[src/common/spmm_pkg.sv]
package spmm_pkg;

    // Matrix size, also the nonzero capacity of one CSR matrix
    localparam int N = 4;
    localparam int W = 8;

    // Rows carried by one RHS or output beat
    localparam int ROWS_PER_BEAT = 2;
    localparam int NUM_BEATS = N / ROWS_PER_BEAT;

    localparam int IDX_W = $clog2(N);
    // One extra bit so an end pointer can hold N
    localparam int PTR_W = IDX_W + 1;
    localparam int BEAT_W = (NUM_BEATS > 1) ? $clog2(NUM_BEATS) : 1;

    typedef logic [W-1:0] elem_t;
    typedef logic [IDX_W-1:0] idx_t;
    typedef logic [PTR_W-1:0] ptr_t;
    typedef logic [BEAT_W-1:0] beat_idx_t;

    // Sparse LHS in CSR form, row_ptr holds end pointers
    typedef struct packed {
        ptr_t [N-1:0] row_ptr;
        idx_t [N-1:0] col;
        elem_t [N-1:0] val;
    } csr_t;

    // Indexed as [row][column]
    typedef elem_t [ROWS_PER_BEAT-1:0][N-1:0] row_beat_t;

    typedef elem_t [N-1:0] column_t;

    // Column-major, matrix[col][row]
    typedef column_t [N-1:0] matrix_t;

    // Per nonzero position: owning row and whether it lies below nnz
    typedef struct packed {
        idx_t [N-1:0] row;
        logic [N-1:0] live;
    } nz_tag_t;

    typedef enum logic [1:0] {
        IDLE,
        LOAD_RHS,
        READY
    } ctrl_state_t;

endpackage

[src/rtl/csr_decoder.sv]
module csr_decoder import spmm_pkg::*; (
    input  logic           clock,
    input  logic           reset,
    input  logic           lhs_accept,
    input  ptr_t [N-1:0]   row_ptr,
    output nz_tag_t        tags
);

    nz_tag_t tags_next;

    // Row of nonzero k is the number of end pointers at or below k
    always_comb begin : decode
        ptr_t below;
        tags_next = '0;
        for (int k = 0; k < N; k++) begin
            below = '0;
            for (int r = 0; r < N; r++) begin
                if (row_ptr[r] <= ptr_t'(k)) begin
                    below = below + 1'b1;
                end
            end
            // Only truncates for dead positions, where the row is ignored
            tags_next.row[k] = idx_t'(below);
            // Last end pointer is nnz
            tags_next.live[k] = ptr_t'(k) < row_ptr[N-1];
        end
    end

    // Held until the next accept so the sum stage sees the right tags
    always_ff @(posedge clock or posedge reset) begin
        if (reset) begin
            tags <= '0;
        end else if (lhs_accept) begin
            tags <= tags_next;
        end
    end

endmodule

[src/rtl/out_serializer.sv]
module out_serializer import spmm_pkg::*; (
    input  logic      clock,
    input  logic      reset,
    input  logic      sum_valid,
    input  matrix_t   sums,
    output logic      out_valid,
    output row_beat_t out_beat,
    output beat_idx_t out_beat_idx
);

    matrix_t c_buf;
    logic    last_beat;

    assign last_beat = (out_beat_idx == beat_idx_t'(NUM_BEATS - 1));

    always_ff @(posedge clock) begin
        if (sum_valid) begin
            c_buf <= sums;
        end
    end

    // A capture on the last beat restarts at beat 0 with no gap
    always_ff @(posedge clock or posedge reset) begin
        if (reset) begin
            out_valid <= 1'b0;
            out_beat_idx <= '0;
        end else if (sum_valid) begin
            out_valid <= 1'b1;
            out_beat_idx <= '0;
        end else if (out_valid) begin
            if (last_beat) begin
                out_valid <= 1'b0;
                out_beat_idx <= '0;
            end else begin
                out_beat_idx <= out_beat_idx + 1'b1;
            end
        end
    end

    // Beat b carries rows 2b and 2b+1, turned back to row-major
    always_comb begin
        for (int r = 0; r < ROWS_PER_BEAT; r++) begin
            for (int c = 0; c < N; c++) begin
                out_beat[r][c] = c_buf[c][idx_t'(int'(out_beat_idx) * ROWS_PER_BEAT + r)];
            end
        end
    end

endmodule

[src/rtl/rhs_loader.sv]
module rhs_loader import spmm_pkg::*; (
    input  logic      clock,
    input  logic      reset,
    input  logic      rhs_accept,
    input  row_beat_t rhs_beat,
    output logic      load_done,
    output matrix_t   rhs_matrix
);

    beat_idx_t beat_cnt;
    logic      last_beat;

    // Column-major copy of B, one column per PE
    matrix_t rhs_buf;

    assign last_beat = (beat_cnt == beat_idx_t'(NUM_BEATS - 1));

    // Pulses on the edge that takes the final beat
    assign load_done = rhs_accept && last_beat;

    always_ff @(posedge clock or posedge reset) begin
        if (reset) begin
            beat_cnt <= '0;
        end else if (rhs_accept) begin
            // Wrap so a later reload starts again at rows 0..1
            if (last_beat) begin
                beat_cnt <= '0;
            end else begin
                beat_cnt <= beat_cnt + 1'b1;
            end
        end
    end

    // Beat b lands in rows 2b and 2b+1 of every column
    always_ff @(posedge clock) begin
        if (rhs_accept) begin
            for (int r = 0; r < ROWS_PER_BEAT; r++) begin
                for (int c = 0; c < N; c++) begin
                    rhs_buf[c][idx_t'(int'(beat_cnt) * ROWS_PER_BEAT + r)] <= rhs_beat[r][c];
                end
            end
        end
    end

    assign rhs_matrix = rhs_buf;

endmodule

[src/rtl/spmm_ctrl.sv]
module spmm_ctrl import spmm_pkg::*; (
    input  logic clock,
    input  logic reset,
    input  logic rhs_valid,
    input  logic lhs_valid,
    input  logic load_done,
    output logic rhs_ready,
    output logic lhs_ready,
    output logic rhs_accept,
    output logic lhs_accept,
    output logic sum_valid
);

    ctrl_state_t state;
    ctrl_state_t state_next;
    logic        cooldown;

    // Bit 0 marks the product stage, bit 1 the sum stage
    logic [1:0]  pipe_valid;

    // B can always be (re)loaded
    assign rhs_ready = 1'b1;
    assign rhs_accept = rhs_valid && rhs_ready;

    // RHS has priority, so LHS is not ready while an RHS beat is offered
    assign lhs_ready = (state == READY) && !cooldown && !rhs_valid;
    assign lhs_accept = lhs_valid && lhs_ready;

    always_comb begin
        state_next = state;
        case (state)
            IDLE, LOAD_RHS, READY: begin
                // Any beat starts or continues a load
                if (rhs_accept) begin
                    if (load_done) begin
                        state_next = READY;
                    end else begin
                        state_next = LOAD_RHS;
                    end
                end
            end
            default: state_next = IDLE;
        endcase
    end

    always_ff @(posedge clock or posedge reset) begin
        if (reset) begin
            state <= IDLE;
            cooldown <= 1'b0;
            pipe_valid <= '0;
        end else begin
            state <= state_next;
            // One idle cycle after each accept
            cooldown <= lhs_accept;
            pipe_valid <= {pipe_valid[0], lhs_accept};
        end
    end

    assign sum_valid = pipe_valid[1];

endmodule

[src/rtl/spmm_pe.sv]
module spmm_pe import spmm_pkg::*; (
    input  logic          clock,
    input  logic          reset,
    input  logic          lhs_accept,
    input  idx_t [N-1:0]  col_idx,
    input  elem_t [N-1:0] val,
    input  column_t       rhs_col,
    input  nz_tag_t       tags,
    output column_t       col_sums
);

    elem_t [N-1:0] prod;
    column_t       row_sum;
    logic          prod_valid;

    // Multipliers sample B only here, so a reload cannot disturb this matrix
    always_ff @(posedge clock) begin
        if (lhs_accept) begin
            for (int k = 0; k < N; k++) begin
                prod[k] <= elem_t'(val[k] * rhs_col[col_idx[k]]);
            end
        end
    end

    always_ff @(posedge clock or posedge reset) begin
        if (reset) begin
            prod_valid <= 1'b0;
        end else begin
            prod_valid <= lhs_accept;
        end
    end

    // Segmented sum over the products, one segment per row
    always_comb begin
        row_sum = '0;
        for (int r = 0; r < N; r++) begin
            for (int k = 0; k < N; k++) begin
                if (tags.live[k] && (tags.row[k] == idx_t'(r))) begin
                    row_sum[r] = row_sum[r] + prod[k];
                end
            end
        end
    end

    // Empty rows fall out as zero
    always_ff @(posedge clock) begin
        if (prod_valid) begin
            col_sums <= row_sum;
        end
    end

endmodule

[src/rtl/spmm_top.sv]
module spmm_top import spmm_pkg::*; (
    input  logic      clock,
    input  logic      reset,
    input  logic      rhs_valid,
    input  row_beat_t rhs_beat,
    input  logic      lhs_valid,
    input  csr_t      lhs,
    output logic      rhs_ready,
    output logic      lhs_ready,
    output logic      out_valid,
    output row_beat_t out_beat,
    output beat_idx_t out_beat_idx
);

    logic    rhs_accept;
    logic    lhs_accept;
    logic    load_done;
    logic    sum_valid;
    matrix_t rhs_matrix;
    matrix_t pe_sums;
    nz_tag_t tags;

    spmm_ctrl u_ctrl (
        .clock      (clock),
        .reset      (reset),
        .rhs_valid  (rhs_valid),
        .lhs_valid  (lhs_valid),
        .load_done  (load_done),
        .rhs_ready  (rhs_ready),
        .lhs_ready  (lhs_ready),
        .rhs_accept (rhs_accept),
        .lhs_accept (lhs_accept),
        .sum_valid  (sum_valid)
    );

    rhs_loader u_rhs_loader (
        .clock      (clock),
        .reset      (reset),
        .rhs_accept (rhs_accept),
        .rhs_beat   (rhs_beat),
        .load_done  (load_done),
        .rhs_matrix (rhs_matrix)
    );

    // Row split is the same for every column, so it is decoded once
    csr_decoder u_csr_decoder (
        .clock      (clock),
        .reset      (reset),
        .lhs_accept (lhs_accept),
        .row_ptr    (lhs.row_ptr),
        .tags       (tags)
    );

    // One PE per column of B and C
    for (genvar i = 0; i < N; i++) begin : g_pe
        spmm_pe u_pe (
            .clock      (clock),
            .reset      (reset),
            .lhs_accept (lhs_accept),
            .col_idx    (lhs.col),
            .val        (lhs.val),
            .rhs_col    (rhs_matrix[i]),
            .tags       (tags),
            .col_sums   (pe_sums[i])
        );
    end

    out_serializer u_out_serializer (
        .clock        (clock),
        .reset        (reset),
        .sum_valid    (sum_valid),
        .sums         (pe_sums),
        .out_valid    (out_valid),
        .out_beat     (out_beat),
        .out_beat_idx (out_beat_idx)
    );

endmodule

[config.mk]
export PLATFORM = sky130hd
export DESIGN_NAME = spmm_top
export DESIGN_NICKNAME = d
export VERILOG_FILES = /design/src/common/spmm_pkg.sv /design/src/rtl/csr_decoder.sv /design/src/rtl/out_serializer.sv /design/src/rtl/rhs_loader.sv /design/src/rtl/spmm_ctrl.sv /design/src/rtl/spmm_pe.sv /design/src/rtl/spmm_top.sv
export SDC_FILE = /design/constraint.sdc
export NUM_CORES = 2
export LEC_CHECK = 0
export ABC_AREA = 1
export CORE_AREA = 2 2 346 348
export CTS_CLUSTER_SIZE = 12
export DETAILED_ROUTE_END_ITERATION = 12
export DIE_AREA = 0 0 348 350
export DONT_BUFFER_PORTS = 1
export PLACE_DENSITY = 0.61
export SYNTH_ARGS = -nofsm -noshare
export SYNTH_HDL_FRONTEND = slang
export SYNTH_SLANG_ARGS = --single-unit
[constraint.sdc]
create_clock -name clock -period 13.5 [get_ports clock]
set_input_delay 0 -clock clock [delete_from_list [all_inputs] [get_ports clock]]
set_output_delay 0 -clock clock [all_outputs]
set_load 0.02 [all_outputs]
After elaboration in Yosys (flattened, before gate mapping)
Index checks and enable logic that the tools add are counted.
{"block": "word_totals", "latchBits": 0, "memories": 0, "out_inout_bits": 68, "ram_bits": 0, "romBits": 0, "inputBits": 120, "word_cells": 381, "ff_bits": 532}
{"block": "op_classes", "order_cmp": 30, "muxes": 150, "shift": 0, "mul": 16, "bitwise_logic": 0, "add_sub_neg": 64, "n_div": 0, "n_reduce_logical": 31, "eq_ne": 15}
{"op": "8-bit two-way mux", "n": 94}
{"op": "8-bit adder", "n": 48}
{"op": "8-bit binary-select mux with 2-bit select", "n": 20}
{"op": "32-bit bitwise mux", "n": 8}
{"op": "8-bit by 8-bit multiplier with 8-bit output", "n": 16}
{"op": "2-bit two-way mux", "n": 15}
{"op": "3-bit by 1-bit <= comparator with 1-bit output, second input constant", "n": 8}
{"op": "3-bit by 2-bit <= comparator with 1-bit output, second input constant", "n": 8}
{"op": "2-bit by 3-bit less-than comparator with 1-bit output, second input constant", "n": 8}
{"op": "1-bit logical AND", "n": 22}
{"op": "2-bit by 1-bit adder with 2-bit output, second input constant", "n": 10}
{"op": "2-bit equality test, second input constant", "n": 9}
{"op": "8-bit demux with 2-bit select", "n": 1}
{"op": "1-bit two-way mux", "n": 11}
{"op": "2-bit by 1-bit equality test with 1-bit output, second input constant", "n": 5}
{"op": "2-bit zero test", "n": 5}
{"op": "1-bit by 1-bit adder with 2-bit output, second input constant", "n": 4}
{"op": "8-bit demux with 1-bit select", "n": 1}
{"op": "1-bit by 3-bit less-than comparator with 1-bit output, first input constant", "n": 2}
{"op": "2-bit by 3-bit less-than comparator with 1-bit output, first input constant", "n": 2}
{"op": "2-bit by 1-bit greater-or-equal comparator with 1-bit output, second input constant", "n": 2}
{"op": "3-bit OR reduction", "n": 1}
{"op": "1-bit adder, second input constant", "n": 2}
{"op": "1-bit zero test", "n": 2}
{"op": "other kinds (2)", "n": 2}

Longest topological paths before layout
{"block": "depth", "word_depth": 9, "ltp_mapped": 36}

Modules after synthesis
Synthesis repeated with hierarchy kept, for this count alone.
{"block": "unflattened", "hier_cells": 7779, "area_unflattened_um2": 57812.9}
{"module": "spmm_pe at g_pe[1].u_pe", "cells_per_inst": 1759, "seq_area_each_um2": 1946.9, "instances": 1, "area_each_um2": 11906.4}
{"module": "spmm_pe at g_pe[0].u_pe", "cells_per_inst": 1774, "seq_area_each_um2": 1946.9, "instances": 1, "area_each_um2": 11905.2}
{"module": "spmm_pe at g_pe[2].u_pe", "cells_per_inst": 1750, "seq_area_each_um2": 1946.9, "instances": 1, "area_each_um2": 11860.1}
{"module": "spmm_pe at g_pe[3].u_pe", "cells_per_inst": 1722, "seq_area_each_um2": 1946.9, "instances": 1, "area_each_um2": 11860.1}
{"module": "out_serializer", "cells_per_inst": 345, "seq_area_each_um2": 3893.7, "instances": 1, "area_each_um2": 4760.8}
{"module": "rhs_loader", "cells_per_inst": 273, "seq_area_each_um2": 3868.7, "instances": 1, "area_each_um2": 4439.3}
{"module": "csr_decoder", "cells_per_inst": 133, "seq_area_each_um2": 300.3, "instances": 1, "area_each_um2": 890.9}
{"module": "spmm_ctrl", "cells_per_inst": 23, "seq_area_each_um2": 100.1, "instances": 1, "area_each_um2": 190.2}

Worst setup path after synthesis
OpenSTA, ideal clock, no wires.
{"block": "synth_path", "path_kind": "register to register", "from": "reg, netlist name u_ctrl.pipe_valid[0]", "to": "reg g_pe[0].u_pe.prod[0] (netlist name), enable pin", "n_path_buf": 0, "stages_incl_launch_ff": 4, "slack_ns": 5.822, "synth_period_minus_slack_ns": 7.678, "arrival_time_ns": 6.417, "setup_time_ns": 1.261, "cell_sequence": "dfrtp_1 nor4_1 nand2_1 clkinv_1"}
{"element": "to (signal, indexed assignment)", "line_no": "spmm_pe.sv:20", "rtl": "prod[k] <= elem_t'(val[k] * rhs_col[col_idx[k]]);"}
{"element": "to (decl)", "line_no": "spmm_pe.sv:12", "rtl": "elem_t [N-1:0] prod;"}

==> metrics.md <==
| Metric | Value |
|---|---|
| Post-cts hold buffer count | 143 |
| Share of the yosys chip area belonging to registers | 0.281 |
| Floorplan die height | 350 µm |
| Startpoint of the lowest-slack hold path | lhs[43] |
| Count of flip-flops with a built-in enable after synthesis | 512 |
| Area growth from synthesis to layout | 7.78% |
| Max-cap violation count | 0 |
| Diode count | 0 |
| Overall die width | 348 µm |
| Pwr per Cell Area | 187 nW/µm² |
| Worst IR Drop VDD | 0.254 mV |
| Post-Syn Instances | 7570 |
| Area contributors post-synth | edfxtp_1 27%, nand2_1 14%, ha_1 13%, fa_1 8.5%, inv_1 7.1% |
| Timing startpoint of the critical path | u_csr_decoder.tags[5] |
| CTS Buf Count | 61 |
| Data required time at the worst endpoint | 13930 ps |
| Unique cell type count in the Yosys netlist | 61 |
| Register-to-Register Setup Slack | 7380 ps |
| Global-route met1 utilization | 0.415 |
| Total track usage | 0.330 |
| Period utilization | 0.453 |
| Ratio of routed vias to standard cells | 5.51 |
| Bufs on Longest Clock Path | 3 |
| Overflow left after global routing | 0 |
| Total nets after synthesis | 8514 |
| Leakage power | 30.2 nW |
| Vias after detailed routing | 50363 |
| IO Port Bufs | 0 |
| Met3 Use GR | 0.0401 |
| H-tree Lvls | 2 |
| Worst slew pin tran | 1200 ps |
| Proportion of layout cells with a drive suffix above 1 | 0.0303 |
| Worst-path clk slew | 70 ps |
| Ys flop type | edfxtp_1 |
| 1st-iter DRT viols | 4732 |
| Netlist area before placement | 56300 µm² |
| Fill cells | 11356 |
| Largest driver fanout on the critical path | 28 |
| Tightest slew margin relative to the limit | 0.198 |
| Peak-usage layer in the global routing report | met2 |
| Clk Tree Root Cell | clkbuf_16 |
| Library cell occupying the most area in the post-synthesis netlist | edfxtp_1 |
| Post-CTS Setup Repair Bufs | 0 |
| Worst min path class | in -> reg |
| Final setup vio count | 0 |
| Antenna violation net count after detailed routing | 0 |
| Worst hold path endpoint | u_csr_decoder.tags[4] |
| Full die area | 122000 µm² |
| Destination of the worst register-to-register timing path | g_pe[3].u_pe.col_sums[23] |
| Fmax | 0.163 GHz |
| Top cell type's share of synthesized area | 0.273 |
| GR Layer Usage met2 | 0.541 |
| Crit path time final | 6120 ps |
| Core region area | 118000 µm² |
| Pin count of the biggest net entering global routing | 73 |
| WL/cell | 22.0 µm |
| Number of synthesized register bits | 531 |
| Post-cts sizing count | 0 |
| Clk sinks | 531 |
| Total Wirelength | 201000 µm |
| First-pass GRT wire length | 300000 µm |
| Later-pin clock latency in the skew report | 720 ps |
| Clock tree skew after final layout | 37.7 ps |
| # placed instances | 8900 |
| Worst Reg-to-Reg Cells | 27 |
| Mean cell area of the mapped netlist | 7.44 µm² |
| Setup total negative slack | 0 ps |
| DRC violations left | 0 |
| Starting utilization of the core area | 0.478 |
| Fin. max-slew vios | 0 |
| Hold Violations, Final | 0 |
| Via count of the first global-routing pass | 47379 |
| Non-filler instance count after layout | 9148 |
| Critical path startpoint category | flop |
| Count of standard-cell rows | 126 |
| DR pass1 iterations | 8 |
| Number of antenna violations at the first check in global routing | 6 |
| Count of warnings emitted by yosys | 0 |
| Data arrival at the endpoint of the critical path | 6550 ps |
| Critical path capture point type | flop |
| Status | finished clean |
| NumNets Final | 8514 |
| RSZ-0062 raised after global routing | no |
| TritonCTS clock tree | yes |
| Hold-critical path depth | 7 |
| Number of ports placed on the die boundary | 188 |
| Post-detail-place hpwl | 158000 µm |
| Final weighted congestion in routability-driven placement | 0.983 |
| Critical path start-end classification | reg -> reg |
| Share of async-settable or async-resettable flops after synthesis | 0.0358 |
| Reg-to-reg critical path startpoint | u_csr_decoder.tags[5] |
## placed cells by master (no fill, tap or decap), types with 62 or more instances in the layout
| cell type | count |
|---|---|
| nand2_1 | 2171 |
| inv_1 | 1063 |
| nor2_1 | 759 |
| nand3_1 | 604 |
| ha_1 | 584 |
| edfxtp_1 | 512 |
| o21ai_0 | 257 |
| fa_1 | 240 |
| a21oi_1 | 228 |
| xor2_1 | 199 |
| xnor2_1 | 153 |
| dlygate4sd3_1 | 143 |
| nand4_1 | 128 |
| o21ai_1 | 62 |
## worst max-delay path: stages, from the launching register on
cell and delay (ps):
dfrtp_1 1090, nand2_2 700, nor2_1 320, ha_1 240, inv_1 80, fa_1 390
inv_1 100, nand2_1 80, nand2_1 70, o22ai_1 100, ha_1 400, nand2_1 70
o21ai_0 270, nand2_1 90, nand2_1 70, a21oi_1 70, xor2_1 140, nand2_1 80
a21boi_0 210, ha_1 320, a21o_1 170, a31oi_1 180, nand2_1 70, nand2_1 60
nand3_1 100, nand3_1 110, nand2_1 60, xor2_1 150
## worst max path at each step
stage | endpoint | slack [ps] | depth (start not counted)
final | g_pe[3].u_pe.col_sums[23] | 7380 | 27
after detailed placement | g_pe[0].u_pe.col_sums[15] | 7540 | 29
after global routing | g_pe[3].u_pe.col_sums[23] | 6810 | 27
after CTS | g_pe[0].u_pe.col_sums[15] | 7500 | 29
after global placement | g_pe[0].u_pe.col_sums[15] | 7650 | 29
after floorplan | g_pe[0].u_pe.prod[0] | 5820 | 3
## power breakdown
group	total [mW]	switching [mW]	internal, mW	leakage, nW
logic	7.04	4.69	2.35	24.3
registers	2.65	0.303	2.35	4.97
clock network	1.64	0.721	0.918	0.925
total	11.3	5.72	5.61	30.2
## layer usage
| layer | vias up | routed length [µm] | part of all wire |
|---|---|---|---|
| met5 | - | 0 | 0 |
| met4 | 0 | 14600 | 0.073 |
| met3 | 451 | 12900 | 0.064 |
| met2 | 1805 | 91900 | 0.46 |
| met1 | 23712 | 81900 | 0.41 |
| li1 | 24395 | - | - |
## per-stage QoR
step | total power [mW] | area [µm²] | worst slack, ps | hold WS, ps | util
2_1_floorplan | 7.48 | 56300 | 5820 | -48.9 | -
3_3_place_gp | 9.47 | 57400 | 7650 | 5.59 | 0.487
3_5_place_dp | 9.59 | 57400 | 7540 | 5.81 | 0.487
4_1_cts | 11.3 | 60700 | 7500 | 3.47 | 0.516
5_1_grt | 12.3 | 60700 | 6810 | 49.2 | 0.516
6_report | 11.3 | 60700 | 7380 | 11.8 | 0.516
## synthesized netlist by cell type (128+ instances only)
| library cell | instances |
|---|---|
| ha_1 | 584 |
| a21oi_1 | 228 |
| edfxtp_1 | 512 |
| nand3_1 | 604 |
| xor2_1 | 199 |
| nor2_1 | 760 |
| inv_1 | 1065 |
| fa_1 | 240 |
| nand2_1 | 2171 |
| xnor2_1 | 153 |
| o21ai_0 | 257 |
| nand4_1 | 128 |
## logic make-up (layout without fill, tap and decap cells)
kind of cell / after synthesis / after routing / synth area share
adders and majority gates: 824 / 824 / 0.215
and+or+nand+nor: 3780 / 3780 / 0.279
buffers and inverters: 1340 / 1382 / 0.0955
xor gates and xnor gates: 355 / 355 / 0.0556
AOI/OAI and AO/OA: 739 / 739 / 0.0733
other: 1 / 1 / 0.0000666
DFF: 531 / 531 / 0.281
## state kept, by name, summed over array words and instances, names as in the netlist, 2 cells and up
signal,count
g_pe.u_pe.col_sums,128
g_pe.u_pe.prod,128
u_csr_decoder.tags,12
u_ctrl.pipe_valid,2
u_ctrl.state,2
u_out_serializer.c_buf,128
u_rhs_loader.rhs_matrix,128
## area by class of cell
cell class	instances	area, µm²	share of cell area
Inverter	1093	4120	0.0678
Timing Repair Buffer	184	1740	0.0286
Sequential cell	531	15900	0.261
Multi-Input combinational cell	5699	35200	0.579
Tap cell	1536	1920	0.0316
Clock buffer	74	1600	0.0263
Clock inverter	31	337	0.00554
Power figures use the tool's default switching activity.
